===== src/soc_pkg.sv =====
/*
 * Shared bus types, memory map and register layout of the peripheral system.
 * Wishbone classic only; no retry, error or burst lines.
 * The region field is address bits 31:17, so each slave sees a 128 KiB window.
 */

package soc_pkg;

	// ------------------------------
	// Bus types
	// ------------------------------
	typedef logic [31:0] wb_adr_t;
	typedef logic [31:0] wb_dat_t;
	typedef logic [3:0]  wb_sel_t;

	// Region field of the address, bits 31:MAP_SHIFT
	typedef logic [14:0] region_t;

	// Register offset inside a slave window
	typedef logic [7:0]  reg_ofs_t;

	// Active low, one bit per interrupt source
	typedef logic [31:0] irq_vec_t;

	// Master request, 71 bits
	typedef struct packed {
		logic    cyc;
		logic    stb;
		logic    we;
		wb_adr_t adr;
		wb_sel_t sel;
		wb_dat_t dat;
	} wb_req_t;

	// Slave response, 33 bits
	typedef struct packed {
		logic    ack;
		wb_dat_t dat;
	} wb_rsp_t;

	// Decoder targets
	typedef enum logic [1:0] {
		SLV_BRAM,
		SLV_TIMER,
		SLV_GPIO,
		SLV_NONE
	} slave_sel_t;

	// ------------------------------
	// Memory map
	// ------------------------------
	localparam int      MAP_SHIFT    = 17;
	localparam region_t REGION_BRAM  = 15'h0000;
	localparam region_t REGION_TIMER = 15'h7001;
	localparam region_t REGION_GPIO  = 15'h7002;

	// Timer registers, two identical sets of three words
	localparam reg_ofs_t TIMER_TCR0_OFS = 8'h00;
	localparam reg_ofs_t TIMER_CMP0_OFS = 8'h04;
	localparam reg_ofs_t TIMER_CNT0_OFS = 8'h08;
	localparam reg_ofs_t TIMER_TCR1_OFS = 8'h0C;
	localparam reg_ofs_t TIMER_CMP1_OFS = 8'h10;
	localparam reg_ofs_t TIMER_CNT1_OFS = 8'h14;

	// Timer control bits
	localparam int TCR_EN_BIT    = 0;
	localparam int TCR_AR_BIT    = 1;
	localparam int TCR_IRQEN_BIT = 2;
	localparam int TCR_FLAG_BIT  = 3;

	// GPIO registers
	localparam reg_ofs_t GPIO_IN_OFS    = 8'h00;
	localparam reg_ofs_t GPIO_OUT_OFS   = 8'h04;
	localparam reg_ofs_t GPIO_OE_OFS    = 8'h08;
	localparam reg_ofs_t GPIO_IMASK_OFS = 8'h0C;
	localparam int       GPIO_BTN_LSB   = 8;

	// Interrupt vector positions
	localparam int IRQ_UART   = 0;
	localparam int IRQ_TIMER0 = 1;
	localparam int IRQ_GPIO   = 2;
	localparam int IRQ_TIMER1 = 3;

endpackage


===== src/soc_timer.sv =====
/*
 * Two compare timers, counting one step per clock while enabled.
 * Writes are full words; sel is ignored. Any control write clears the flag.
 * One-shot mode stops at the compare value, auto-reload restarts from 0.
 */

`timescale 1ns/1ps

module soc_timer (
	input  logic             clk,
	input  logic             reset_i,
	input  soc_pkg::wb_req_t req_i,
	output soc_pkg::wb_rsp_t rsp_o,
	output logic [1:0]       irq_o
);

	logic              access;
	logic              wr;
	logic              ack_q;
	soc_pkg::reg_ofs_t ofs;
	logic [1:0]        en_q, ar_q, irqen_q, flag_q;
	logic [1:0]        tcr_wr, cmp_wr, cnt_wr;
	soc_pkg::wb_dat_t  cmp_q [2];
	soc_pkg::wb_dat_t  cnt_q [2];
	soc_pkg::wb_dat_t  tcr_val [2];
	soc_pkg::wb_dat_t  rd_dat, rd_dat_q;

	assign access = req_i.cyc & req_i.stb & ~ack_q;
	assign wr     = access & req_i.we;
	assign ofs    = req_i.adr[7:0];

	// ------------------------------
	// Register decode
	// ------------------------------
	always_comb begin
		tcr_wr = '0;
		cmp_wr = '0;
		cnt_wr = '0;
		if (wr) begin
			case (ofs)
				soc_pkg::TIMER_TCR0_OFS: tcr_wr[0] = 1'b1;
				soc_pkg::TIMER_CMP0_OFS: cmp_wr[0] = 1'b1;
				soc_pkg::TIMER_CNT0_OFS: cnt_wr[0] = 1'b1;
				soc_pkg::TIMER_TCR1_OFS: tcr_wr[1] = 1'b1;
				soc_pkg::TIMER_CMP1_OFS: cmp_wr[1] = 1'b1;
				soc_pkg::TIMER_CNT1_OFS: cnt_wr[1] = 1'b1;
				default: ;
			endcase
		end
	end

	// ------------------------------
	// Counters
	// ------------------------------
	always_ff @(posedge clk) begin
		if (reset_i) begin
			ack_q   <= 1'b0;
			en_q    <= '0;
			ar_q    <= '0;
			irqen_q <= '0;
			flag_q  <= '0;
			cmp_q   <= '{default: '0};
			cnt_q   <= '{default: '0};
		end else begin
			ack_q <= access;
			for (int t = 0; t < 2; t++) begin
				if (tcr_wr[t]) begin
					// Control write wins over the compare hit
					en_q[t]    <= req_i.dat[soc_pkg::TCR_EN_BIT];
					ar_q[t]    <= req_i.dat[soc_pkg::TCR_AR_BIT];
					irqen_q[t] <= req_i.dat[soc_pkg::TCR_IRQEN_BIT];
					flag_q[t]  <= 1'b0;
				end else if (en_q[t]) begin
					if (cnt_q[t] == cmp_q[t]) begin
						flag_q[t] <= 1'b1;
						if (ar_q[t])
							cnt_q[t] <= '0;
						else
							en_q[t] <= 1'b0;   // one-shot holds the count
					end else begin
						cnt_q[t] <= cnt_q[t] + 1'b1;
					end
				end
				if (cmp_wr[t])
					cmp_q[t] <= req_i.dat;
				// Bus write to the counter overrides counting
				if (cnt_wr[t])
					cnt_q[t] <= req_i.dat;
			end
		end
	end

	// ------------------------------
	// Read back
	// ------------------------------
	always_comb begin
		for (int t = 0; t < 2; t++) begin
			tcr_val[t] = '0;
			tcr_val[t][soc_pkg::TCR_EN_BIT]    = en_q[t];
			tcr_val[t][soc_pkg::TCR_AR_BIT]    = ar_q[t];
			tcr_val[t][soc_pkg::TCR_IRQEN_BIT] = irqen_q[t];
			tcr_val[t][soc_pkg::TCR_FLAG_BIT]  = flag_q[t];
		end
		case (ofs)
			soc_pkg::TIMER_TCR0_OFS: rd_dat = tcr_val[0];
			soc_pkg::TIMER_CMP0_OFS: rd_dat = cmp_q[0];
			soc_pkg::TIMER_CNT0_OFS: rd_dat = cnt_q[0];
			soc_pkg::TIMER_TCR1_OFS: rd_dat = tcr_val[1];
			soc_pkg::TIMER_CMP1_OFS: rd_dat = cmp_q[1];
			soc_pkg::TIMER_CNT1_OFS: rd_dat = cnt_q[1];
			default:                 rd_dat = '0;
		endcase
	end

	// Payload only, valid with ack
	always_ff @(posedge clk) begin
		if (access)
			rd_dat_q <= rd_dat;
	end

	assign rsp_o.ack = ack_q;
	assign rsp_o.dat = rd_dat_q;
	assign irq_o     = flag_q & irqen_q;

endmodule


===== config.mk =====
export PLATFORM = sky130hd
export DESIGN_NAME = soc_timer
export DESIGN_NICKNAME = d
export VERILOG_FILES = /design/src/soc_pkg.sv /design/src/soc_timer.sv
export SDC_FILE = /design/constraint.sdc
export NUM_CORES = 1
export LEC_CHECK = 0
export ABC_AREA = 0
export ABC_CLOCK_PERIOD_IN_PS = 5700
export BUFFER_PORTS_ARGS = -buffer_cell sky130_fd_sc_hd__buf_2
export CORE_MARGIN = 10
export CORE_UTILIZATION = 35
export DETAILED_ROUTE_END_ITERATION = 10
export PLACE_DENSITY = 0.56
export SLEW_MARGIN = 5
export SYNTH_ARGS = -nofsm -noshare
export SYNTH_HDL_FRONTEND = slang
export SYNTH_SLANG_ARGS = --single-unit

===== constraint.sdc =====
create_clock -name clk -period 5.7 [get_ports clk]
set_input_delay 0.855 -clock clk [delete_from_list [all_inputs] [get_ports clk]]
set_output_delay 0.855 -clock clk [all_outputs]
set_load 0.03 [all_outputs]

==> Yosys cells after proc, flatten, opt, wreduce, memory -nomap -nowiden <==
Index checks and enable logic that the tools add are counted.
{ "word_totals": {"inputBits": 73, "latchBits": 0, "regBits": 169, "romBits": 0, "ramBits": 0, "output_inout_bits": 35, "memories": 0} }
{ "classes": {"n_reduce_logical": 9, "addsub": 2, "shift": 0, "n_eq_ne": 11, "n_lt_le_gt_ge": 0, "bitwise": 5, "div": 0, "n_mux": 28, "mul": 0} }
{ "op_table": {"columns": ["op", "n"], "rows": [
  ["$mux W32", 10],
  ["$pmux W32 S6", 1],
  ["$add A32 B1 Y32 const B", 2],
  ["$eq A32 B32 Y1", 2],
  ["$eq A8 B4 Y1 const B", 2],
  ["$eq A8 B5 Y1 const B", 2],
  ["$mux W1", 14],
  ["$eq A8 B3 Y1 const B", 1],
  ["$logic_not A8 Y1", 1],
  ["$mux W2", 3],
  ["$ne A3 B3 Y1 const B", 2],
  ["$reduce_and A3 Y1", 2],
  ["$ne A2 B1 Y1 const B", 2],
  ["$reduce_and A2 Y1", 2],
  ["$reduce_bool A2 Y1", 2],
  ["$reduce_or A2 Y1", 2],
  ["$and A1 B1 Y1", 3],
  ["$and A2 B2 Y2", 1],
  ["$not A1 Y1", 1]
]} }

==> Depth between registers and ports, before layout <==
Gate-level depths: netlist of run 1.
{ "depth": {"depth_word": 6, "depth_mapped": 10} }

==> Worst setup path before layout of run 1 <==
OpenSTA, ideal clock, no wires.
{ "synth_path": {"path_kind": "input-to-reg", "from": "in req_i[37] (netlist bit)", "to": "reg cnt_q[62] (netlist bit)", "cell_stages": 6, "arrival_time_ns": 2.790, "setup_time_ns": 0.074, "slack_ns": 2.835, "path_buffers": 0, "required_ns": 5.626, "path_cell_list": "or4_4 -> nor4_4 -> nor2b_2 -> a311oi_4 -> or4b_1 -> o21ai_0"} }
{ "synth_via": {"elab_chain_len": 5} }
{ "synth_rtl": {"columns": ["item", "line", "source"], "rows": [
  ["start, declared", "soc_timer.sv:12", "input soc_pkg::wb_req_t req_i,"],
  ["$eq A8 B4 Y1 or $logic_not A8 Y1 (tied branches)", "soc_timer.sv:40", "case (ofs)"],
  ["$mux W1", "soc_timer.sv:40", null],
  ["$mux W2", "soc_timer.sv:39", "if (wr) begin"],
  ["$ne A3 B3 Y1 (no line), or another cell as far along", null, null],
  ["$reduce_and A3 Y1 (no line)", null, null],
  ["end signal, assigned by index", "soc_timer.sv:81", "cnt_q[t] <= cnt_q[t] + 1'b1;"],
  ["end signal, assigned by index", "soc_timer.sv:88", "cnt_q[t] <= req_i.dat;"],
  ["end, declared", "soc_timer.sv:24", "soc_pkg::wb_dat_t cnt_q [2];"]
]} }
Parallel ways exist; a longest one is shown, timed or not.
A chain may end at the register's enable or synchronous reset.

==> Worst setup path after layout of run 1 <==
{ "layout_path": {"from": "in req_i[37] (netlist bit)", "to": "reg cmp_q[12] (netlist bit)"} }
{ "layout_via": {"elab_chain_len": 3} }
{ "layout_rtl": {"columns": ["item", "line", "source"], "rows": [
  ["$eq A8 B5 Y1", "soc_timer.sv:40", null],
  ["$mux W1", "soc_timer.sv:40", null],
  ["$mux W2", "soc_timer.sv:39", null],
  ["end signal, assigned by index", "soc_timer.sv:85", "cmp_q[t] <= req_i.dat;"],
  ["end, declared", "soc_timer.sv:23", "soc_pkg::wb_dat_t cmp_q [2];"]
]} }
No other way between the ends.

==> results of run 1 <==
worst max-delay path: stages:
cell	delay, ns
buf_2	0.10
or4_4	0.58
nor2_1	0.25
nand2_1	0.10
nor2_2	0.40
buf_4	0.40
and2_1	0.40
buf_4	0.37
nand2_1	0.09
a21oi_1	0.14
state kept, by name, summed over array words and instances (netlist names):
register,cells
flag_q,2
irqen_q,2
en_q,2
ar_q,2
cnt_q,64
rd_dat_q,32
ack_q,1
cmp_q,64
power by group through the flow:
stage               Sequential (mW)  Clock (mW)  Combinational, mW
floorplan                      1.27           0             0.0533
CTS                            1.23        1.25              0.136
global placement               1.25           0              0.136
global route                   1.23        1.29              0.144
detailed placement             1.25           0              0.135
finish                         1.23        1.23              0.137
layer usage:
metal / part of all wire [%] / track usage (%) / vias to the layer above / wire, um
met5: 0.035 / 0 / - / 12
met2: 46 / 32.2 / 355 / 16100
met3: 8.0 / 4.01 / 40 / 2760
met1: 43 / 26.8 / 4324 / 15000
met4: 2.1 / 6.36 / 2 / 743
li1: - / - / 4223 / -
cells in the mapped netlist, types with 25 or more instances:
library cell / instances
edfxtp_1: 32
nand2_1: 218
clkbuf_1: 72
xnor2_1: 38
nand3_1: 31
dfxtp_1: 137
nand4_1: 30
nor4_1: 25
o21ai_0: 47
nor2_1: 76
nor3_1: 41
xor2_1: 42
a21oi_1: 114
kinds of logic after synthesis:
kind of cell,Yosys count
muxes,16
and+or+nand+nor,490
AOI/OAI and AO/OA,290
adders and majority gates,2
xor gates and xnor gates,80
buffers and inverters,103
DFF,169
worst min path at each step:
stage                          from   endpoint  slack [ns]  cells after the start
after detailed placement  cmp_q[30]  cmp_q[30]        0.48                      2
after global routing      cmp_q[52]  cmp_q[52]        0.50                      2
final                     cmp_q[30]  cmp_q[30]        0.48                      2
after global placement    cmp_q[12]  cmp_q[12]        0.47                      2
after CTS                 cmp_q[11]  cmp_q[11]        0.48                      2
after floorplan               ack_q      ack_q        0.45                      1
cell type report:
class                           instances  area [sq um]
Timing Repair Buffer                   97           533
Multi-Input combinational cell        878          5200
Inverter                                6          22.5
Tap cell                              335           419
Clock buffer                           17           425
Sequential cell                       169          3700
Fill cell                            2711         15600
Clock inverter                         15           190
==> impl_metrics.json, run 1 <==
{
  "port_buffers": 79,
  "cp.required_ns": 6.05,
  "rsz0062_at_grt": "false",
  "antenna_found_initial": 1,
  "p_seq_share_pct": 47.2,
  "drive_gt1_share_pct": 13.8,
  "drv_cap": 0,
  "reg2reg_to": "cnt_q[62]",
  "place_inst": 1485,
  "cts_tree": "built",
  "critPathMaxFanout": 26,
  "start_util_pct": 35.8,
  "cts_buffers": 17,
  "power_mw": 2.60,
  "critPathKind": "primary input to flop",
  "cp-end-kind": "flop",
  "r2r_setup_slack_ns": 2.68,
  "fin_util_pct": 40.2,
  "initialDrtViolationCount": 977,
  "cellPowerDensity_nw_per_um2": 247,
  "core_sq_um": 26100,
  "ir_drop_uv": 200,
  "hold_viol": 0,
  "synth_top_area_share_pct": 29.4,
  "post-place-ws_ns": 1.91,
  "antenna_left": 0,
  "yosysWarnings": 0,
  "post-route-period-util_pct": 59.0,
  "synth_fa_ha_area_share_pct": 0.268,
  "skew_ns": 0.0181,
  "cp_data_arrival_time_ns": 3.71,
  "vias_per_cell": 5.90,
  "p_leak_nw": 3.65,
  "tns_ns": 0,
  "swShare_pct": 24.8,
  "slew_headroom_pct": 27.5,
  "holdWs_ns": 0.482,
  "synthSimpleGateAreaFrac_pct": 24.9,
  "ys_seq_area_share_pct": 39.6,
  "internal_power_mw": 1.95,
  "wl_per_cell_um": 22.8,
  "async_flop_share_pct": 0,
  "routabilityCongestion": 0.918,
  "tightest_slew_ns": 1.08,
  "postCtsResizedCells": 0,
  "drv_slew": 0,
  "cts_setup_buffers": 0,
  "crit_path_start_kind": "primary input",
  "synth-seq-cells": 169,
  "cts_root_buffer": "clkbuf_16",
  "reg2reg_depth": 7,
  "synth_compound_area_share_pct": 20.6,
  "avgSynthCellArea_sq_um": 8.13,
  "r2r_start": "cnt_q[32]",
  "layout_common_cells": "nand2_1 (218), dfxtp_1 (137), a21oi_1 (114)",
  "htree_levels": 4,
  "diodes": 0,
  "synthTopCellsByArea": "dfxtp_1 (29%), edfxtp_1 (10%), nand2_1 (8.8%)",
  "dpl.hpwl_mm": 25.2,
  "grt_pass1_wl_mm": 52.1,
  "ys.flop_type": "dfxtp_1",
  "critPathLaunch": "req_i[37]",
  "status": "complete, no violations",
  "final_common_cell": "nand2_1",
  "dieHeight_um": 183,
  "final_cell_area_sq_um": 10500,
  "grt_overflow": 0,
  "min_path_type": "flop to flop",
  "timing.fmax_mhz": 297,
  "power_frac_comb_pct": 5.3,
  "finalNonFillerCells": 1517,
  "drt-pass1-iter-count": 10,
  "insertion_delay_ns": 0.44,
  "gr-usage-all-layers_pct": 20.2,
  "io_pins": 108,
  "grt_max_degree": 74,
  "setup.worst_path.end": "cmp_q[12]",
  "power_switching_mw": 0.644,
  "routed-via-count": 8944,
  "synth_top_family_by_area": "simple AND/OR/NAND/NOR gates",
  "dieWidth_um": 183,
  "grt_pass1_vias": 8353,
  "die-area_sq_um": 33600,
  "clk_pin_slew_ns": 0.07,
  "drc_errors": 0,
  "fin_ws_ns": 2.34,
  "syn_area_sq_um": 9340,
  "cts_sinks": 169,
  "rows": 59,
  "p_clk_share_pct": 47.5,
  "synth_edf_count": 32,
  "fin_crit_ns": 3.36,
  "postCtsHoldBufs": 0,
  "yosysTopAreaCell": "dfxtp_1",
  "cts_buffer_depth": 2,
  "syn-num-nets": 1225,
  "area_growth_pct": 12.4,
  "finalSetupViolCount": 0,
  "fin_nets": 1244,
  "syn-instance-count": 1150,
  "synth.area.mux_share_pct": 1.89,
  "synthDistinctLibCells": 79,
  "synth_xor_xnor_area_share_pct": 7.50,
  "place_area_sq_um": 9880,
  "drt-total-wl_mm": 34.6
}
Power figures use the tool's default switching activity.
==> inputs of run 2 (changes only) <==
--- a/config.mk
+++ b/config.mk
@@ -5,8 +5,8 @@
 export SDC_FILE = /design/constraint.sdc
 export NUM_CORES = 1
 export LEC_CHECK = 0
-export ABC_AREA = 0
-export ABC_CLOCK_PERIOD_IN_PS = 5700
+export ABC_AREA = 1
+export ABC_CLOCK_PERIOD_IN_PS = 3200
 export BUFFER_PORTS_ARGS = -buffer_cell sky130_fd_sc_hd__buf_2
 export CORE_MARGIN = 10
 export CORE_UTILIZATION = 35
==> constraint.sdc (replaced) <==
create_clock -name clk -period 3.2 [get_ports clk]
set_input_delay 0.48 -clock clk [delete_from_list [all_inputs] [get_ports clk]]
set_output_delay 0.48 -clock clk [all_outputs]
set_load 0.03 [all_outputs]
==> run 2 against run 1 <==
Worst hold slack lost 0.19 ns. Clock power grew 72%. Setup slack lost 1.5 ns. Count of clock-buffer cells in the layout grew 1. Cell area grew 13%. Cell count grew 41%. Critical path type is now flop to flop. Non-clock buffer count grew 6. Flip-flop and latch count is the same. Via count grew 19%.
==> impl_metrics.json, run 2 <==
{
  "status": "complete, no violations",
  "finalNonFillerCells": 2146,
  "cts_buffers": 17,
  "drc_errors": 0,
  "drt-pass1-iter-count": 5,
  "r2r_setup_slack_ns": 0.87,
  "wl_per_cell_um": 16.9,
  "cts_tree": "built",
  "timing.fmax_mhz": 429,
  "critPathKind": "flop to flop",
  "vias_per_cell": 4.95,
  "cp-end-kind": "flop",
  "synth-seq-cells": 169,
  "dieHeight_um": 193,
  "hold_path_startpoint": "reset_i",
  "postCtsResizedCells": 0,
  "p_leak_nw": 5.81,
  "post-route-period-util_pct": 72.9,
  "skew_ns": 0.0129,
  "power_mw": 4.49,
  "crit_path_start_kind": "flop",
  "reg2reg_depth": 13,
  "grt_pass1_vias": 9852,
  "drive_gt1_share_pct": 9.17,
  "yosysWarnings": 0,
  "async_flop_share_pct": 0,
  "holdPathStages": 2,
  "clk_pin_slew_ns": 0.07,
  "place_inst": 2113,
  "fillers": 3251,
  "fin_util_pct": 40.0,
  "drv_cap": 0,
  "synthTopCellsByCount": "nand2_1 (604), nor2_1 (331), inv_1 (149), dfxtp_1 (137), nand3_1 (94)",
  "fin_crit_ns": 2.33,
  "slew_headroom_pct": 13.3,
  "tns_ns": 0,
  "antenna_found_initial": 1,
  "grt_overflow": 0,
  "drt-total-wl_mm": 36.3,
  "cp_data_arrival_time_ns": 2.66,
  "avgSynthCellArea_sq_um": 6.20,
  "insertion_delay_ns": 0.44,
  "r2r_start": "cnt_q[58]",
  "cts_root_buffer": "clkbuf_16",
  "port_buffers": 79,
  "htree_levels": 4,
  "synth_top_area_share_pct": 26.2,
  "syn_area_sq_um": 10500,
  "cellPowerDensity_nw_per_um2": 380,
  "dieWidth_um": 193,
  "reg2reg_to": "cnt_q[56]",
  "gr-usage-all-layers_pct": 19.5,
  "tightest_slew_ns": 1.30,
  "syn-instance-count": 1691,
  "routabilityCongestion": 0.986,
  "io_pins": 108,
  "critPathMaxFanout": 52,
  "finalSetupViolCount": 0,
  "hold_viol": 0,
  "initialDrtViolationCount": 1039,
  "fin_nets": 1817,
  "area_growth_pct": 12.8,
  "cp.required_ns": 3.53,
  "postCtsHoldBufs": 0,
  "grt_pass1_wl_mm": 56.3,
  "layout_common_cells": "nand2_1 (604), nor2_1 (330), inv_1 (148)",
  "routed-via-count": 10600,
  "syn-num-nets": 1766,
  "antenna_left": 0,
  "cts_sinks": 169,
  "start_util_pct": 35.4,
  "ir_drop_uv": 367,
  "ys.flop_type": "dfxtp_1",
  "cts_setup_buffers": 0,
  "cts_buffer_depth": 2,
  "rsz0062_at_grt": "false",
  "worstHoldEndpoint": "en_q[1]",
  "synthDistinctLibCells": 40,
  "yosysTopAreaCell": "dfxtp_1",
  "core_sq_um": 29600,
  "min_path_type": "primary input to flop",
  "synth_edf_count": 32,
  "holdWs_ns": 0.293,
  "drv_slew": 0,
  "final_common_cell": "nand2_1",
  "grt_max_degree": 135,
  "ys_seq_area_share_pct": 35.4,
  "synth.most_common_cell": "nand2_1",
  "synthTopCellsByArea": "dfxtp_1 (26%), nand2_1 (22%), nor2_1 (12%)",
  "rows": 63,
  "dpl.hpwl_mm": 26.9,
  "largestRegisters": "cmp_q: 64 flops, cnt_q: 64 flops, rd_dat_q: 32 flops",
  "die-area_sq_um": 37300
}
-- run 2: area by class of cell --
type                       instances  area [sq um]  area share [%]
inverter                         155           583            4.93
clock inverter                    14           149            1.26
tap                              390           488            4.13
sequential                       169          3700            31.3
multi-input combinational       1296          5860            49.6
antenna                            1          2.50          0.0212
timing repair buffer             103           601            5.08
clock buffer                      18           429            3.63
-- run 2: report_power, final --
| part | internal [mW] | total (mW) | leakage (nW) | switching (mW) |
|---|---|---|---|---|
| logic | 0.0431 | 0.197 | 4.12 | 0.154 |
| clock network | 1.16 | 2.11 | 0.276 | 0.955 |
| registers | 2.18 | 2.18 | 1.41 | 0.00411 |
-- run 2: cell families after synthesis --
kind of cell,synth area share [%]
fa+ha+maj,0.239
flops,35.4
buf+inv,8.80
simple gates,40.7
xor+xnor,6.60
compound gates,8.26
-- run 2: worst max path at each step --
stage / from / end / slack [ns] / depth (start not counted)
2_1_floorplan: req_i[69] / cnt_q[32] / 0.49 / 10
3_3_place_gp: req_i[42] / cnt_q[46] / 0.63 / 12
3_5_place_dp: req_i[42] / cnt_q[41] / 0.59 / 13
4_1_cts: cnt_q[58] / cnt_q[41] / 0.84 / 13
5_1_grt: cnt_q[58] / cnt_q[54] / 0.58 / 13
6_report: cnt_q[58] / cnt_q[56] / 0.87 / 13
-- run 2: stage by stage --
stage          cell area (sq um)  worst slack [ns]
6_report                   11800             0.867
5_1_grt                    11800             0.579
4_1_cts                    11800             0.842
3_5_place_dp               11200             0.591
3_3_place_gp               11200             0.626
2_1_floorplan              10500             0.490
-- run 2: worst max-delay path, stage by stage (launching register included) --
cell and delay (ns):
dfxtp_1 0.36, inv_1 0.19, nand2_1 0.08, nand2_1 0.08, nand2_1 0.06, nor2_1 0.09
nand2_1 0.08, nor2_1 0.20, nand3_1 0.17, nand3_4 0.17, buf_4 0.48, nand2_1 0.10
nand2_1 0.08, nor2_1 0.04
-- run 2: routing by layer --
metal / global-route usage [%] / share of wire (%)
met2: 30.8 / 45
met5: 0 / 0
met3: 2.61 / 5.6
met1: 27.1 / 47
met4: 6.09 / 2.2
