[src/soc_pkg.sv]
/*
 * Shared bus types, memory map and register layout of the peripheral system.
 * Wishbone classic only; no retry, error or burst lines.
 * The region field is address bits 31:17, so each slave sees a 128 KiB window.
 */

package soc_pkg;

	// ------------------------------
	// Bus types
	// ------------------------------
	typedef logic [31:0] wb_adr_t;
	typedef logic [31:0] wb_dat_t;
	typedef logic [3:0]  wb_sel_t;

	// Region field of the address, bits 31:MAP_SHIFT
	typedef logic [14:0] region_t;

	// Register offset inside a slave window
	typedef logic [7:0]  reg_ofs_t;

	// Active low, one bit per interrupt source
	typedef logic [31:0] irq_vec_t;

	// Master request, 71 bits
	typedef struct packed {
		logic    cyc;
		logic    stb;
		logic    we;
		wb_adr_t adr;
		wb_sel_t sel;
		wb_dat_t dat;
	} wb_req_t;

	// Slave response, 33 bits
	typedef struct packed {
		logic    ack;
		wb_dat_t dat;
	} wb_rsp_t;

	// Decoder targets
	typedef enum logic [1:0] {
		SLV_BRAM,
		SLV_TIMER,
		SLV_GPIO,
		SLV_NONE
	} slave_sel_t;

	// ------------------------------
	// Memory map
	// ------------------------------
	localparam int      MAP_SHIFT    = 17;
	localparam region_t REGION_BRAM  = 15'h0000;
	localparam region_t REGION_TIMER = 15'h7001;
	localparam region_t REGION_GPIO  = 15'h7002;

	// Timer registers, two identical sets of three words
	localparam reg_ofs_t TIMER_TCR0_OFS = 8'h00;
	localparam reg_ofs_t TIMER_CMP0_OFS = 8'h04;
	localparam reg_ofs_t TIMER_CNT0_OFS = 8'h08;
	localparam reg_ofs_t TIMER_TCR1_OFS = 8'h0C;
	localparam reg_ofs_t TIMER_CMP1_OFS = 8'h10;
	localparam reg_ofs_t TIMER_CNT1_OFS = 8'h14;

	// Timer control bits
	localparam int TCR_EN_BIT    = 0;
	localparam int TCR_AR_BIT    = 1;
	localparam int TCR_IRQEN_BIT = 2;
	localparam int TCR_FLAG_BIT  = 3;

	// GPIO registers
	localparam reg_ofs_t GPIO_IN_OFS    = 8'h00;
	localparam reg_ofs_t GPIO_OUT_OFS   = 8'h04;
	localparam reg_ofs_t GPIO_OE_OFS    = 8'h08;
	localparam reg_ofs_t GPIO_IMASK_OFS = 8'h0C;
	localparam int       GPIO_BTN_LSB   = 8;

	// Interrupt vector positions
	localparam int IRQ_UART   = 0;
	localparam int IRQ_TIMER0 = 1;
	localparam int IRQ_GPIO   = 2;
	localparam int IRQ_TIMER1 = 3;

endpackage

[src/soc_gpio.sv]
/*
 * GPIO registers plus the board LED and button routing.
 * sw_i[1] high: buttons feed inputs 11:8 and LEDs show OUT bits 7:0.
 * sw_i[1] low: inputs read 0 and LEDs show bus and interrupt activity.
 * Writes are full words; OE has no pin and only reads back.
 */

`timescale 1ns/1ps

module soc_gpio (
	input  logic             clk,
	input  logic             reset_i,
	input  soc_pkg::wb_req_t req_i,
	output soc_pkg::wb_rsp_t rsp_o,
	input  soc_pkg::wb_req_t bus_req_i,
	input  soc_pkg::wb_rsp_t bus_rsp_i,
	input  logic [1:0]       timer_irq_i,
	input  logic [3:0]       sw_i,
	input  logic [3:0]       btn_i,
	output logic [7:0]       led_o,
	output logic             irq_o
);

	logic              access;
	logic              ack_q;
	soc_pkg::reg_ofs_t ofs;
	soc_pkg::wb_dat_t  in_raw;
	soc_pkg::wb_dat_t  in_q, out_q, oe_q, imask_q;
	soc_pkg::wb_dat_t  rd_dat_q;
	logic [7:0]        debug_leds;

	assign access = req_i.cyc & req_i.stb & ~ack_q;
	assign ofs    = req_i.adr[7:0];

	// Buttons reach the input register only in GPIO mode
	always_comb begin
		in_raw = '0;
		if (sw_i[1])
			in_raw[soc_pkg::GPIO_BTN_LSB +: 4] = btn_i;
	end

	// ------------------------------
	// Registers
	// ------------------------------
	always_ff @(posedge clk) begin
		if (reset_i) begin
			ack_q   <= 1'b0;
			in_q    <= '0;
			out_q   <= '0;
			oe_q    <= '0;
			imask_q <= '0;
		end else begin
			ack_q <= access;
			in_q  <= in_raw;     // single sync stage
			if (access & req_i.we) begin
				case (ofs)
					soc_pkg::GPIO_OUT_OFS:   out_q   <= req_i.dat;
					soc_pkg::GPIO_OE_OFS:    oe_q    <= req_i.dat;
					soc_pkg::GPIO_IMASK_OFS: imask_q <= req_i.dat;
					default: ;
				endcase
			end
		end
	end

	always_ff @(posedge clk) begin
		if (access) begin
			case (ofs)
				soc_pkg::GPIO_IN_OFS:    rd_dat_q <= in_q;
				soc_pkg::GPIO_OUT_OFS:   rd_dat_q <= out_q;
				soc_pkg::GPIO_OE_OFS:    rd_dat_q <= oe_q;
				soc_pkg::GPIO_IMASK_OFS: rd_dat_q <= imask_q;
				default:                 rd_dat_q <= '0;
			endcase
		end
	end

	assign rsp_o.ack = ack_q;
	assign rsp_o.dat = rd_dat_q;

	// Level interrupt on any unmasked input
	assign irq_o = |(in_q & imask_q);

	// ------------------------------
	// LEDs
	// ------------------------------
	// MSB first: cyc, stb, we, ack, timer1, gpio, timer0, 0
	assign debug_leds = {bus_req_i.cyc, bus_req_i.stb, bus_req_i.we, bus_rsp_i.ack,
		timer_irq_i[1], irq_o, timer_irq_i[0], 1'b0};

	assign led_o = sw_i[1] ? out_q[7:0] : debug_leds;

endmodule

[config.mk]
export PLATFORM = sky130hd
export DESIGN_NAME = soc_gpio
export DESIGN_NICKNAME = d
export VERILOG_FILES = /design/src/soc_pkg.sv /design/src/soc_gpio.sv
export SDC_FILE = /design/constraint.sdc
export NUM_CORES = 1
export LEC_CHECK = 0
export BUFFER_PORTS_ARGS = -buffer_cell sky130_fd_sc_hd__buf_2
export CAP_MARGIN = 0
export CORE_MARGIN = 1
export CORE_UTILIZATION = 53
export DETAILED_ROUTE_END_ITERATION = 10
export GPL_ROUTABILITY_DRIVEN = 1
export MAX_ROUTING_LAYER = met4
export PLACE_DENSITY = 0.86
export SYNTH_ARGS = -nofsm -noshare
export SYNTH_HDL_FRONTEND = slang
export SYNTH_SLANG_ARGS = --single-unit
[constraint.sdc]
create_clock -name clk -period 4.2 [get_ports clk]
set_input_delay 0.63 -clock clk [delete_from_list [all_inputs] [get_ports clk]]
set_output_delay 0.63 -clock clk [all_outputs]
set_load 0.01 [all_outputs]
Word-level counts from Yosys, hierarchy flattened:

Cells that the tools add are included.

* reductions and logical operators: 6
* mux-type cells: 2
* bitwise gates (word level): 6
* equality and inequality tests: 3

Operators with widths (number)
* $pmux 32 s4: 1
* $and 32x32->32: 1
* $reduce_or 32->1: 1
* $eq 8x4->1 const B: 2
* $eq 8x3->1 const B: 1
* $logic_not 8->1: 1
* $mux 8: 1
* $reduce_and 2->1: 3
* $and 1x1->1: 3
* $not 1->1: 2
* $reduce_or 2->1: 1

* logic and storage cells: 24
* output and inout bits: 42
* bits in registers: 161
* bits of input ports: 187

Depth between registers and ports, before layout:

Gate-level depths: netlist (run 1).

* depth after elaboration: 4
* depth in mapped cells: 6

Worst setup path after synthesis (run 1):

No wires, ideal clock.

* path kind: input to register
* start: input req_i[69] in the netlist's numbering
* end: register imask_q[10]
* arrival: 2.551 ns
* required time: 4.080 ns
* library setup time: 0.120 ns
* path slack: 1.530 ns
* stages on the path: 5
* path through: and3b_1 -> clkbuf_1 -> nand4_2 -> buf_6 -> mux2i_1

* word-level cells in the longest chain between the ends: 4

Ends and longest elaborated chain
* start: declaration: line soc_gpio.sv:13 `input soc_pkg::wb_req_t req_i,`
* $and 1x1->1 (2 in a row): line soc_gpio.sv:32 `assign access = req_i.cyc & req_i.stb & ~ack_q;`
* named net access: line soc_gpio.sv:24 `logic access;`
* $and 1x1->1: line soc_gpio.sv:55 `if (access & req_i.we) begin`
* $reduce_and 2->1 (no source line)
* end signal: assignment: line soc_gpio.sv:59 `soc_pkg::GPIO_IMASK_OFS: imask_q <= req_i.dat;`
* end: declaration: line soc_gpio.sv:28 `soc_pkg::wb_dat_t in_q, out_q, oe_q, imask_q;`

The timed path passes the listed nets, and every way through them passes these cells.
A chain may end at the register's enable or synchronous reset.

Final worst setup path (run 1):

* start: input req_i[43] in the netlist's numbering
* end: register rd_dat_q[27] (data pin)

* word-level cells in the longest chain between the ends: 2
* elaborated cells on any way between the ends: 5

Ends and longest elaborated chain
* $eq 8x4->1 (tied with other cells): line soc_gpio.sv:68 `case (ofs)`
* $pmux 32 s4 (*): line soc_gpio.sv:68
* end signal: assignment: line soc_gpio.sv:69 `soc_pkg::GPIO_IN_OFS: rd_dat_q <= in_q;`
* end signal: assignment: line soc_gpio.sv:70 `soc_pkg::GPIO_OUT_OFS: rd_dat_q <= out_q;`
* end signal: assignment: line soc_gpio.sv:71 `soc_pkg::GPIO_OE_OFS: rd_dat_q <= oe_q;`
* end: declaration: line soc_gpio.sv:29 `soc_pkg::wb_dat_t rd_dat_q;`

Every way passes the cells marked *; elsewhere a longest branch is shown, timed or not.

==> results.yml, run 1 <==
worst_setup_path:
  critical_path.max_fanout: 28
  critical_path.n_buffers_inverters: 1
  data_arrival_time_of_the_worst_path_ns: 2.65
  critical_path.cell_chain: "buf_2 -> nor2_1 -> nand2_1 -> nor2_1"
  crit_cells: 4
  worst_setup_path_end_kind: "flip-flop"
  category_of_cells_accounting_for_the_largest_share_of_critical_path_delay: "simple AND/OR/NAND/NOR gates"
  critical-path-top-cell-by-count: "sky130_fd_sc_hd__nor2_1"
  crit_path_top_delay_cell: "sky130_fd_sc_hd__nand2_1"
  reg2regPathDepth: 4
  cp_required_ns: 4.54
  max_stage_delay_ns: 0.92
  worst_path_class_setup: "in2reg"
  nature_of_the_critical_path_startpoint: "input pin"
detailed_routing:
  average_wire_per_standard_cell_um: 17.2
  drt-initial-drc-count: 223
  totalWireLength_um: 13000
  detail_route.first_pass.iterations: 5
  post_drt_via_cell_ratio: 5.41
  route.vias.total: 4082
  drt.antenna.violating_nets: 0
  remaining_routing_drc_violations: 0
global_routing:
  global_route.overflow_total: 0
  largest_net_degree_at_the_start_of_global_routing: 82
  antenna_found_initial: 0
  grt_pass1_vias: 4143
  wire_length_of_the_first_global_routing_pass_um: 20500
  groute.usage.overall_pct: 24.2
finish:
  final_cell_count_no_fill: 754
  mostFrequentLayoutCells: "sky130_fd_sc_hd__nand2b_1 (128), sky130_fd_sc_hd__dfxtp_1 (101), sky130_fd_sc_hd__buf_2 (97)"
  layout.cells.most_common: "sky130_fd_sc_hd__nand2b_1"
  layout.filler_cells: 815
  final_nets: 788
  post_route_cells_drive_above_1_share_pct: 29.0
  antenna_cells: 0
  area_growth_pct: 18.2
  seqCellArea_mm2: 0.00298
  utilization_pct: 64.7
  multi_input_comb_area_mm2: 0.00278
synthesis:
  synth.avg_cell_area_um2: 11.5
  synth.cell_area_mm2: 0.00596
  synth_warnings: 0
  post_synth_net_total: 703
  postSynthRegisterBits: 133
  synth_cells: 516
  sequential_fraction_of_the_synthesis_area_pct: 50.1
  synth_cell_type_count: 20
placed_design:
  io_buffers: 97
  numPlacedInstances: 722
  dpl.hpwl_um: 7870
  gpl.final_weighted_congestion: 0.758
sta:
  finalWorstPathRequiredPeriod_ns: 2.30
  fin_tns_setup_ns: 0
  final-setup-viol-count: 0
  fin_worst_skew_ns: 0.00832
  finalHoldViolCount: 0
  max_slew_margin_pct: 22.9
  fmax_mhz: 434
  rsz_0062_raised_after_global_routing: "no"
  post_route_clock_period_utilization_pct: 54.9
  tightest_slew_ns: 1.15
  timing.final.max_slew_violations: 0
job:
  cap_violations: 0
clock_tree:
  cts_tree: "built"
  cts_max_path_buffers: 2
  root_buffer: "sky130_fd_sc_hd__clkbuf_8"
  worst_skew_pair.late_latency_ns: 0.53
  tritoncts.num_buffers: 17
  clk_pin_slew_ns: 0.06
  postCtsResizedCells: 0
  cts_h_tree_lvls: 4
  ctsHoldBuffers: 0
  post-cts-setup-buffer-count: 0
  clk_sinks: 133
power_and_ir_drop:
  p_leak_nw: 3.31
  peak_vdd_ir_mv: 0.207
  power_density_mw_per_mm2: 409
floorplan:
  initial_util_pct: 54.7
  die_w_um: 108
  design.die.area_mm2: 0.0117
  floorplan.rows: 38
  die_y_um: 108
  design.core.area_mm2: 0.0109
  num_io_pins: 229
hold_path:
  hold-path-cell-count: 2
  worstHoldPathType: "in2reg"
run_status:
  result_of_the_run: "finished clean"
synthesized netlist by cell type:
| library cell | number | area share [%] |
|---|---|---|
| sky130_fd_sc_hd__nor2b_1 | 3 | 0.31 |
| sky130_fd_sc_hd__nand4_2 | 3 | 0.63 |
| sky130_fd_sc_hd__nor2_1 | 29 | 1.8 |
| sky130_fd_sc_hd__and2_1 | 5 | 0.52 |
| sky130_fd_sc_hd__clkbuf_1 | 23 | 1.4 |
| sky130_fd_sc_hd__buf_4 | 1 | 0.13 |
| sky130_fd_sc_hd__mux2_2 | 35 | 6.6 |
| sky130_fd_sc_hd__buf_1 | 2 | 0.13 |
| sky130_fd_sc_hd__mux4_2 | 4 | 1.5 |
| sky130_fd_sc_hd__a22oi_1 | 30 | 3.8 |
| sky130_fd_sc_hd__mux2i_1 | 96 | 16 |
| sky130_fd_sc_hd__buf_2 | 4 | 0.34 |
| sky130_fd_sc_hd__nand2_1 | 2 | 0.13 |
| sky130_fd_sc_hd__buf_6 | 9 | 1.7 |
| sky130_fd_sc_hd__and3_1 | 5 | 0.52 |
| sky130_fd_sc_hd__nor4_4 | 1 | 0.36 |
| sky130_fd_sc_hd__and3b_1 | 3 | 0.44 |
| sky130_fd_sc_hd__nand2b_1 | 128 | 13 |
| sky130_fd_sc_hd__dfxtp_1 | 101 | 34 |
| sky130_fd_sc_hd__edfxtp_1 | 32 | 16 |
report_power, final:
group / switching, mW / internal, mW / leakage [nW] / total (mW)
clock network: 0.535 / 0.865 / 0.272 / 1.40
logic: 0.0880 / 0.0674 / 1.93 / 0.155
registers: 0.00409 / 1.32 / 1.11 / 1.33
total: 0.627 / 2.26 / 3.31 / 2.88
cells by family (layout without fill, tap and decap cells):
kind of cell,Yosys count,count (layout),synth area share (%)
flops,133,133,50.1
buf+inv,39,137,3.74
compound gates,30,30,3.78
mux,135,135,24.2
simple gates,179,179,18.2
state kept, by name, indices dropped and copies added (netlist names):
name	count
in_q	4
imask_q	32
ack_q	1
out_q	32
oe_q	32
rd_dat_q	32
final timing paths:
kind	to	from	slack [ns]
min reg2reg	out_q[21]$_SDFFE_PP0P_	out_q[21]$_SDFFE_PP0P_	0.48
max	rd_dat_q[27]$_DFFE_PN_	req_i[43]	1.90
max reg2reg	imask_q[21]$_SDFFE_PP0P_	ack_q$_SDFF_PP0_	2.09
min	in_q[8]$_SDFF_PP0_	btn_i[0]	0.30
cell type report:
class | instances | share of cell area, %
Sequential cell | 133 | 42.3
Multi-Input combinational cell | 344 | 39.5
Timing Repair Buffer | 105 | 7.74
Clock buffer | 21 | 6.38
Tap cell | 140 | 2.49
Clock inverter | 11 | 1.53
through the flow:
stage	hold slack (ns)	area (µm²)	total power, mW	setup slack [ns]
floorplan	0.449	5960	1.44	1.53
global placement	0.457	6490	1.51	1.34
detailed placement	0.468	6490	1.51	1.27
CTS	0.294	7040	2.89	1.83
global route	0.294	7040	2.96	1.74
finish	0.301	7040	2.88	1.90
per-layer routing:
layer | vias up | part of all wire [%] | GRT usage [%]
met1 | 1946 | 45 | 30.3
met4 | 0 | 1.6 | 9.78
met3 | 14 | 6.6 | 4.94
met2 | 157 | 47 | 38.4
met5 | - | 0 | -
li1 | 1965 | - | -
(Power assumes the default switching activity.)
==> run 2: changes to the inputs <==
--- a/config.mk
+++ b/config.mk
@@ -5,14 +5,15 @@
 export SDC_FILE = /design/constraint.sdc
 export NUM_CORES = 1
 export LEC_CHECK = 0
+export ABC_AREA = 1
 export BUFFER_PORTS_ARGS = -buffer_cell sky130_fd_sc_hd__buf_2
 export CAP_MARGIN = 0
 export CORE_MARGIN = 1
-export CORE_UTILIZATION = 53
+export CORE_UTILIZATION = 49
 export DETAILED_ROUTE_END_ITERATION = 10
 export GPL_ROUTABILITY_DRIVEN = 1
 export MAX_ROUTING_LAYER = met4
-export PLACE_DENSITY = 0.86
+export PLACE_DENSITY = 0.8
 export SYNTH_ARGS = -nofsm -noshare
 export SYNTH_HDL_FRONTEND = slang
 export SYNTH_SLANG_ARGS = --single-unit
==> constraint.sdc (replaced) <==
create_clock -name clk -period 2.35 [get_ports clk]
set_input_delay 0.3525 -clock clk [delete_from_list [all_inputs] [get_ports clk]]
set_output_delay 0.3525 -clock clk [all_outputs]
set_load 0.01 [all_outputs]
==> run 2 against run 1 <==
  * Sequential power up 77%
  * Worst hold slack worse by 0.18 ns
  * Sequential share of layout area down 0.28 points
  * Final cell count increased by 39%
  * Clock power up 83%
  * Global-route usage down 3.0 points
  * Setup slack got worse by 1.1 ns
  * Synthesized cell count increased by 59%
  * Register-to-register slack worse by 1.3 ns
  * Wire length fell by 3.6%
  * Synthesized area up 0.78%
  * Via count grew 28%
  * Critical path type is now reg2out
  * Largest power group unchanged
==> results.yml, run 2 <==
run_status:
  result_of_the_run: "finished clean"
clock_tree:
  cts_max_path_buffers: 2
  worst_skew_pair.late_latency_ns: 0.41
  clk_pin_slew_ns: 0.05
  tritoncts.num_buffers: 17
  ctsHoldBuffers: 0
  cts_tree: "built"
  cts_h_tree_lvls: 4
  postCtsResizedCells: 0
  post-cts-setup-buffer-count: 0
  root_buffer: "sky130_fd_sc_hd__clkbuf_16"
  clk_sinks: 133
sta:
  rsz_0062_raised_after_global_routing: "no"
  post_route_clock_period_utilization_pct: 67.2
  max_slew_margin_pct: 64.8
  fin_tns_setup_ns: 0
  final-setup-viol-count: 0
  timing.final.max_slew_violations: 0
  fin_worst_skew_ns: 0.00714
  tightest_slew_ns: 0.528
  fmax_mhz: 633
  hold_slack_ns: 0.124
  finalWorstPathRequiredPeriod_ns: 1.58
  finalHoldViolCount: 0
finish:
  mostFrequentLayoutCells: "sky130_fd_sc_hd__nand2_1 (239), sky130_fd_sc_hd__nand3_1 (126), sky130_fd_sc_hd__nor2_1 (107)"
  final_nets: 1075
  layout.cells.most_common: "sky130_fd_sc_hd__nand2_1"
  area_growth_pct: 18.1
  final_cell_count_no_fill: 1049
  utilization_pct: 59.3
  post_route_cells_drive_above_1_share_pct: 16.0
  layout.filler_cells: 1099
worst_setup_path:
  r2r_slack_ns: 0.84
  reg2regPathDepth: 7
  worst_setup_path_end_kind: "primary output"
  critical_path.reg2reg.endpoint: "oe_q[21]$_SDFFE_PP0P_"
  cp_required_ns: 2.00
  worst_path_class_setup: "reg2out"
  nature_of_the_critical_path_startpoint: "flip-flop"
  critical_path.max_fanout: 3
  data_arrival_time_of_the_worst_path_ns: 1.23
  worst_r2r_startpoint: "ack_q$_SDFF_PP0_"
floorplan:
  die_y_um: 113
  num_io_pins: 229
  floorplan.rows: 40
  design.core.area_mm2: 0.0120
  die_w_um: 113
  initial_util_pct: 50.2
  design.die.area_mm2: 0.0127
global_routing:
  groute.usage.overall_pct: 21.3
  grtUsageMet3_pct: 5.36
  antenna_found_initial: 1
  wire_length_of_the_first_global_routing_pass_um: 20800
  largest_net_degree_at_the_start_of_global_routing: 84
  met1_usage_pct: 26.2
  grt_pass1_vias: 4575
  global_route.overflow_total: 0
  met2_global_route_usage_pct: 33.3
  global_route.peak_usage_layer: "met2"
synthesis:
  netlist_top_cells_count: "sky130_fd_sc_hd__nand2_1 (239), sky130_fd_sc_hd__nand3_1 (126), sky130_fd_sc_hd__nor2_1 (108)"
  sequential_fraction_of_the_synthesis_area_pct: 49.7
  synth_flop_cell: "sky130_fd_sc_hd__dfxtp_1"
  postSynthRegisterBits: 133
  synth.cell_area_mm2: 0.00601
  synth_cells: 823
  post_synth_net_total: 1010
  compound_gate_portion_of_the_synthesized_area_pct: 8.00
  synth.avg_cell_area_um2: 7.30
  synth_warnings: 0
  yosys.area_share.xor_xnor_pct: 0
  synthSimpleGateAreaFrac_pct: 33.0
  synth-async-reset-ratio_pct: 0
  synth_adder_area_share_pct: 0
  synth_top_cells_by_area: "sky130_fd_sc_hd__dfxtp_1 (34%), sky130_fd_sc_hd__edfxtp_1 (16%), sky130_fd_sc_hd__nand2_1 (15%)"
  post_synthesis_cell_type_with_the_largest_combined_area: "sky130_fd_sc_hd__dfxtp_1"
  synth_top_family_by_area: "simple AND/OR/NAND/NOR gates"
  synth_enable_flop_cells: 32
  synth_cell_type_count: 16
  portion_of_netlist_area_occupied_by_mux_cells_pct: 0
  synth_top_area_share_pct: 33.7
  most_frequent_cell_after_synthesis: "sky130_fd_sc_hd__nand2_1"
power_and_ir_drop:
  power_density_mw_per_mm2: 732
  switchingPower_mw: 1.11
  internal_power_mw: 4.08
  peak_vdd_ir_mv: 0.406
  power_frac_clock_pct: 49.4
  p_leak_nw: 3.16
  power.sequential.fraction_pct: 45.5
  power.share.switching_pct: 21.3
  pwr-share-comb_pct: 5.1
hold_path:
  hold_path_end: "ack_q$_SDFF_PP0_"
  timing.hold.worst.start: "reset_i"
  hold-path-cell-count: 2
  worstHoldPathType: "in2reg"
detailed_routing:
  remaining_routing_drc_violations: 0
  drt-initial-drc-count: 399
  route.vias.total: 5242
  totalWireLength_um: 12500
  post_drt_via_cell_ratio: 5.00
  average_wire_per_standard_cell_um: 11.9
  detail_route.first_pass.iterations: 4
  drt.antenna.violating_nets: 0
placed_design:
  io_buffers: 97
  gpl.final_weighted_congestion: 0.769
  dpl.hpwl_um: 7510
  numPlacedInstances: 1016
job:
  cap_violations: 0
## run 2: changes by cell type after synthesis, moves of 79 or more
cell | previous run | this run
sky130_fd_sc_hd__a21oi_1 | 0 | 96
sky130_fd_sc_hd__nand2_1 | 2 | 239
sky130_fd_sc_hd__nor2_1 | 29 | 108
sky130_fd_sc_hd__mux2i_1 | 96 | 0
sky130_fd_sc_hd__nand3_1 | 0 | 126
sky130_fd_sc_hd__nand2b_1 | 128 | 0
## run 2: power by group through the flow
stage / sequential [mW] / clock [mW] / combinational, mW
CTS: 2.36 / 2.62 / 0.264
detailed placement: 2.41 / 0 / 0.263
global route: 2.36 / 2.70 / 0.295
floorplan: 2.42 / 0 / 0.154
global placement: 2.41 / 0 / 0.261
finish: 2.36 / 2.56 / 0.263
## run 2: cell type report
class / count / area [µm²] / area share (%)
flip-flops and latches: 133 / 2980 / 42.1
repair buffers: 109 / 676 / 9.53
inverters: 53 / 199 / 2.81
diodes: 1 / 2.50 / 0.0353
clock buffers: 23 / 478 / 6.74
multi-input cells: 574 / 2470 / 34.8
well taps: 147 / 184 / 2.59
clock inverters: 9 / 101 / 1.43
## run 2: per-stage QoR
step	setup slack, ns	total power [mW]	area (µm²)
finish	0.771	5.19	7090
global route	0.667	5.36	7090
CTS	0.748	5.24	7090
detailed placement	0.550	2.67	6510
global placement	0.594	2.67	6510
floorplan	0.860	2.57	6010
## run 2: metal layers
layer | up-vias | share of wire (%)
met2 | 146 | 46
met3 | 8 | 6.6
met5 | - | 0
li1 | 2765 | -
met4 | 0 | 0.82
met1 | 2323 | 46
## run 2: cell families (layout without fill, tap and decap cells)
kind of cell           after synthesis  after routing
AOI/OAI and AO/OA                   96             96
buffers and inverters              116            194
DFF                                133            133
other                                0              1
and+or+nand+nor                    478            478
## run 2: worst max path at each step
stage | startpoint | endpoint | slack, ns | cells after the start
detailed placement | req_i[37] | rd_dat_q[11]$_DFFE_PN_ | 0.55 | 9
finish | imask_q[10]$_SDFFE_PP0P_ | led_o[2] | 0.77 | 5
global placement | req_i[37] | rd_dat_q[11]$_DFFE_PN_ | 0.59 | 9
CTS | imask_q[8]$_SDFFE_PP0P_ | led_o[2] | 0.75 | 5
global route | imask_q[8]$_SDFFE_PP0P_ | led_o[2] | 0.67 | 5
floorplan | req_i[70] | rd_dat_q[0]$_DFFE_PN_ | 0.86 | 2
## run 2: critical path, stage by stage, from the launching register on
cell and delay [ns]:
sky130_fd_sc_hd__dfxtp_1 0.33, sky130_fd_sc_hd__nand2_1 0.07, sky130_fd_sc_hd__nand4_1 0.14, sky130_fd_sc_hd__nand2_1 0.10, sky130_fd_sc_hd__nand2_1 0.04, sky130_fd_sc_hd__buf_2 0.13
==> run 3: changes to the inputs <==
--- a/config.mk
+++ b/config.mk
@@ -9,11 +9,11 @@
 export BUFFER_PORTS_ARGS = -buffer_cell sky130_fd_sc_hd__buf_2
 export CAP_MARGIN = 0
 export CORE_MARGIN = 1
-export CORE_UTILIZATION = 49
+export CORE_UTILIZATION = 44
 export DETAILED_ROUTE_END_ITERATION = 10
 export GPL_ROUTABILITY_DRIVEN = 1
 export MAX_ROUTING_LAYER = met4
-export PLACE_DENSITY = 0.8
+export PLACE_DENSITY = 0.76
 export SYNTH_ARGS = -nofsm -noshare
 export SYNTH_HDL_FRONTEND = slang
 export SYNTH_SLANG_ARGS = --single-unit
==> constraint.sdc (replaced) <==
create_clock -name clk -period 1.3 [get_ports clk]
set_input_delay 0.195 -clock clk [delete_from_list [all_inputs] [get_ports clk]]
set_output_delay 0.195 -clock clk [all_outputs]
set_load 0.01 [all_outputs]
==> run 3 against run 2 <==
  * The run now ends with setup timing left
  * Critical endpoint is now imask_q[25]$_SDFFE_PP0P_
  * Non-clock buffer count rose by 47
  * Critical path type is now reg2reg
  * Clock power rose by 110%
  * Worst hold slack got worse by 0.016 ns
  * Flip-flop and latch count did not move
  * First-iteration DRC count rose by 18%
  * Sequential share of layout area fell by 6.5 points
==> results.yml, run 3 (synthesis results as in run 2) <==
finish:
  design_area_mm2: 0.00842
  antenna_cells: 0
  utilization_pct: 63.3
  post_route_cells_drive_above_1_share_pct: 28.2
  final_nets: 1122
  final_cell_count_no_fill: 1124
  area_growth_pct: 40.2
  layout.cells.most_common: "sky130_fd_sc_hd__nand2_1"
  layout.filler_cells: 1088
  mostFrequentLayoutCells: "sky130_fd_sc_hd__nand2_1 (235), sky130_fd_sc_hd__nor2_1 (105), sky130_fd_sc_hd__buf_2 (97)"
power_and_ir_drop:
  p_leak_nw: 3.63
  design_power_total_mw: 10.3
  power.share.switching_pct: 20.8
  internal_power_mw: 8.20
  power_frac_clock_pct: 51.4
  power.sequential.fraction_pct: 41.3
  switchingPower_mw: 2.15
  pwr-share-comb_pct: 7.3
  power_density_mw_per_mm2: 1230
  peak_vdd_ir_mv: 0.869
global_routing:
  wire_length_of_the_first_global_routing_pass_um: 23000
  antenna_found_initial: 0
  largest_net_degree_at_the_start_of_global_routing: 63
  global_route.overflow_total: 0
  grt_pass1_vias: 4921
  groute.usage.overall_pct: 21.4
worst_setup_path:
  data_arrival_time_of_the_worst_path_ns: 1.75
  worst_path_class_setup: "reg2reg"
  cp_required_ns: 1.62
  max_stage_delay_ns: 0.33
  category_of_cells_accounting_for_the_largest_share_of_critical_path_delay: "buffers and inverters"
  nature_of_the_critical_path_startpoint: "flip-flop"
  critical_path.max_fanout: 7
  critical-path-top-cell-by-count: "sky130_fd_sc_hd__buf_12"
  worst_setup_path_end_kind: "flip-flop"
  critical_path.cell_chain: "inv_2 -> nand3_4 -> nor2_4 -> buf_6 -> buf_12 -> buf_12 -> buf_12 -> buf_16 -> a21oi_1 -> nor2_1"
  critical_path.n_buffers_inverters: 6
  crit_path_top_delay_cell: "sky130_fd_sc_hd__dfxtp_2"
run_status:
  result_of_the_run: "finished, violations left"
  failed_checks: "setup timing"
floorplan:
  die_w_um: 119
  die_y_um: 119
  floorplan.rows: 42
  num_io_pins: 229
  initial_util_pct: 45.2
  design.core.area_mm2: 0.0133
  design.die.area_mm2: 0.0141
sta:
  final-setup-viol-count: 64
  fmax_mhz: 698
  fin_worst_skew_ns: 0.00687
  worst_slack_ns: -0.133
  timing.final.max_slew_violations: 0
  post_route_clock_period_utilization_pct: 110
  tightest_slew_ns: 0.318
  max_slew_margin_pct: 78.8
  fin_tns_setup_ns: -3.62
  rsz_0062_raised_after_global_routing: "yes"
  finalWorstPathRequiredPeriod_ns: 1.43
  finalHoldViolCount: 0
clock_tree:
  cts_max_path_buffers: 2
  tritoncts.num_buffers: 17
  clk_sinks: 133
  clk_pin_slew_ns: 0.06
  root_buffer: "sky130_fd_sc_hd__clkbuf_16"
  worst_skew_pair.late_latency_ns: 0.42
  cts_tree: "built"
  cts_h_tree_lvls: 4
hold_path:
  worstHoldPathType: "in2reg"
placed_design:
  io_buffers: 97
  gpl.final_weighted_congestion: 0.760
  numPlacedInstances: 1057
  dpl.hpwl_um: 7790
  dpl_cell_area_mm2: 0.00676
detailed_routing:
  drt-initial-drc-count: 472
  remaining_routing_drc_violations: 0
  post_drt_via_cell_ratio: 5.06
  detail_route.first_pass.iterations: 5
  drt.antenna.violating_nets: 0
  route.vias.total: 5689
  average_wire_per_standard_cell_um: 13.3
  totalWireLength_um: 14900
job:
  cap_violations: 0
run 3: routing by layer:
layer | GRT usage (%) | part of all wire, % | wire length, µm
met2 | 33.4 | 49 | 7250
met3 | 5.84 | 5.2 | 777
met1 | 25.9 | 44 | 6580
met4 | 9.34 | 2.1 | 312
met5 | - | 0 | 0
run 3: worst paths after layout:
| kind | from | end | slack (ns) | cells after the start |
|---|---|---|---|---|
| worst max-delay path | ack_q$_SDFF_PP0_ | imask_q[25]$_SDFFE_PP0P_ | -0.13 | 10 |
| worst min-delay path | req_i[15] | imask_q[15]$_SDFFE_PP0P_ | 0.11 | 5 |
| worst max register to register | ack_q$_SDFF_PP0_ | imask_q[25]$_SDFFE_PP0P_ | -0.13 | 10 |
| worst min register to register | imask_q[2]$_SDFFE_PP0P_ | imask_q[2]$_SDFFE_PP0P_ | 0.46 | 2 |
run 3: stage by stage:
stage / hold slack [ns] / setup slack (ns)
after CTS: 0.102 / -0.163
after global placement: 0.380 / -0.142
after detailed placement: 0.389 / -0.151
final: 0.108 / -0.133
after global routing: 0.137 / -0.203
after floorplan: 0.267 / 0.0407
run 3: layout make-up:
| class | instances | area (µm²) | share of cell area [%] |
|---|---|---|---|
| flip-flops and latches | 133 | 2990 | 35.6 |
| multi-input cells | 574 | 2810 | 33.4 |
| repair buffers | 156 | 1530 | 18.2 |
| clock buffers | 22 | 484 | 5.75 |
| well taps | 176 | 220 | 2.62 |
| inverters | 53 | 203 | 2.41 |
| clock inverters | 10 | 174 | 2.07 |
run 3: repair_timing:
action | in CTS | in global routing
resized for setup | 36 | 72
setup buffers | 11 | 6
hold buffers | 5 | 0
endpoints found under the hold margin | 5 | 0
endpoints found under the setup margin | 28 | 99
gates cloned | 10 | 8
pin swaps | 20 | 35
run 3: worst register-to-register path, stage by stage (launching register included):
cell                      delay, ns
sky130_fd_sc_hd__dfxtp_2       0.33
sky130_fd_sc_hd__inv_2         0.05
sky130_fd_sc_hd__nand3_4       0.07
sky130_fd_sc_hd__nor2_4        0.05
sky130_fd_sc_hd__buf_6         0.12
sky130_fd_sc_hd__buf_12        0.14
sky130_fd_sc_hd__buf_12        0.13
sky130_fd_sc_hd__buf_12        0.13
sky130_fd_sc_hd__buf_16        0.13
sky130_fd_sc_hd__a21oi_1       0.13
sky130_fd_sc_hd__nor2_1        0.06
run 3: power groups by stage:
stage	logic (mW)	clock network, mW	registers [mW]
floorplan	0.281	0	4.37
global placement	0.532	0	4.36
detailed placement	0.536	0	4.36
CTS	0.680	5.37	4.27
global route	0.819	5.54	4.27
finish	0.758	5.31	4.27
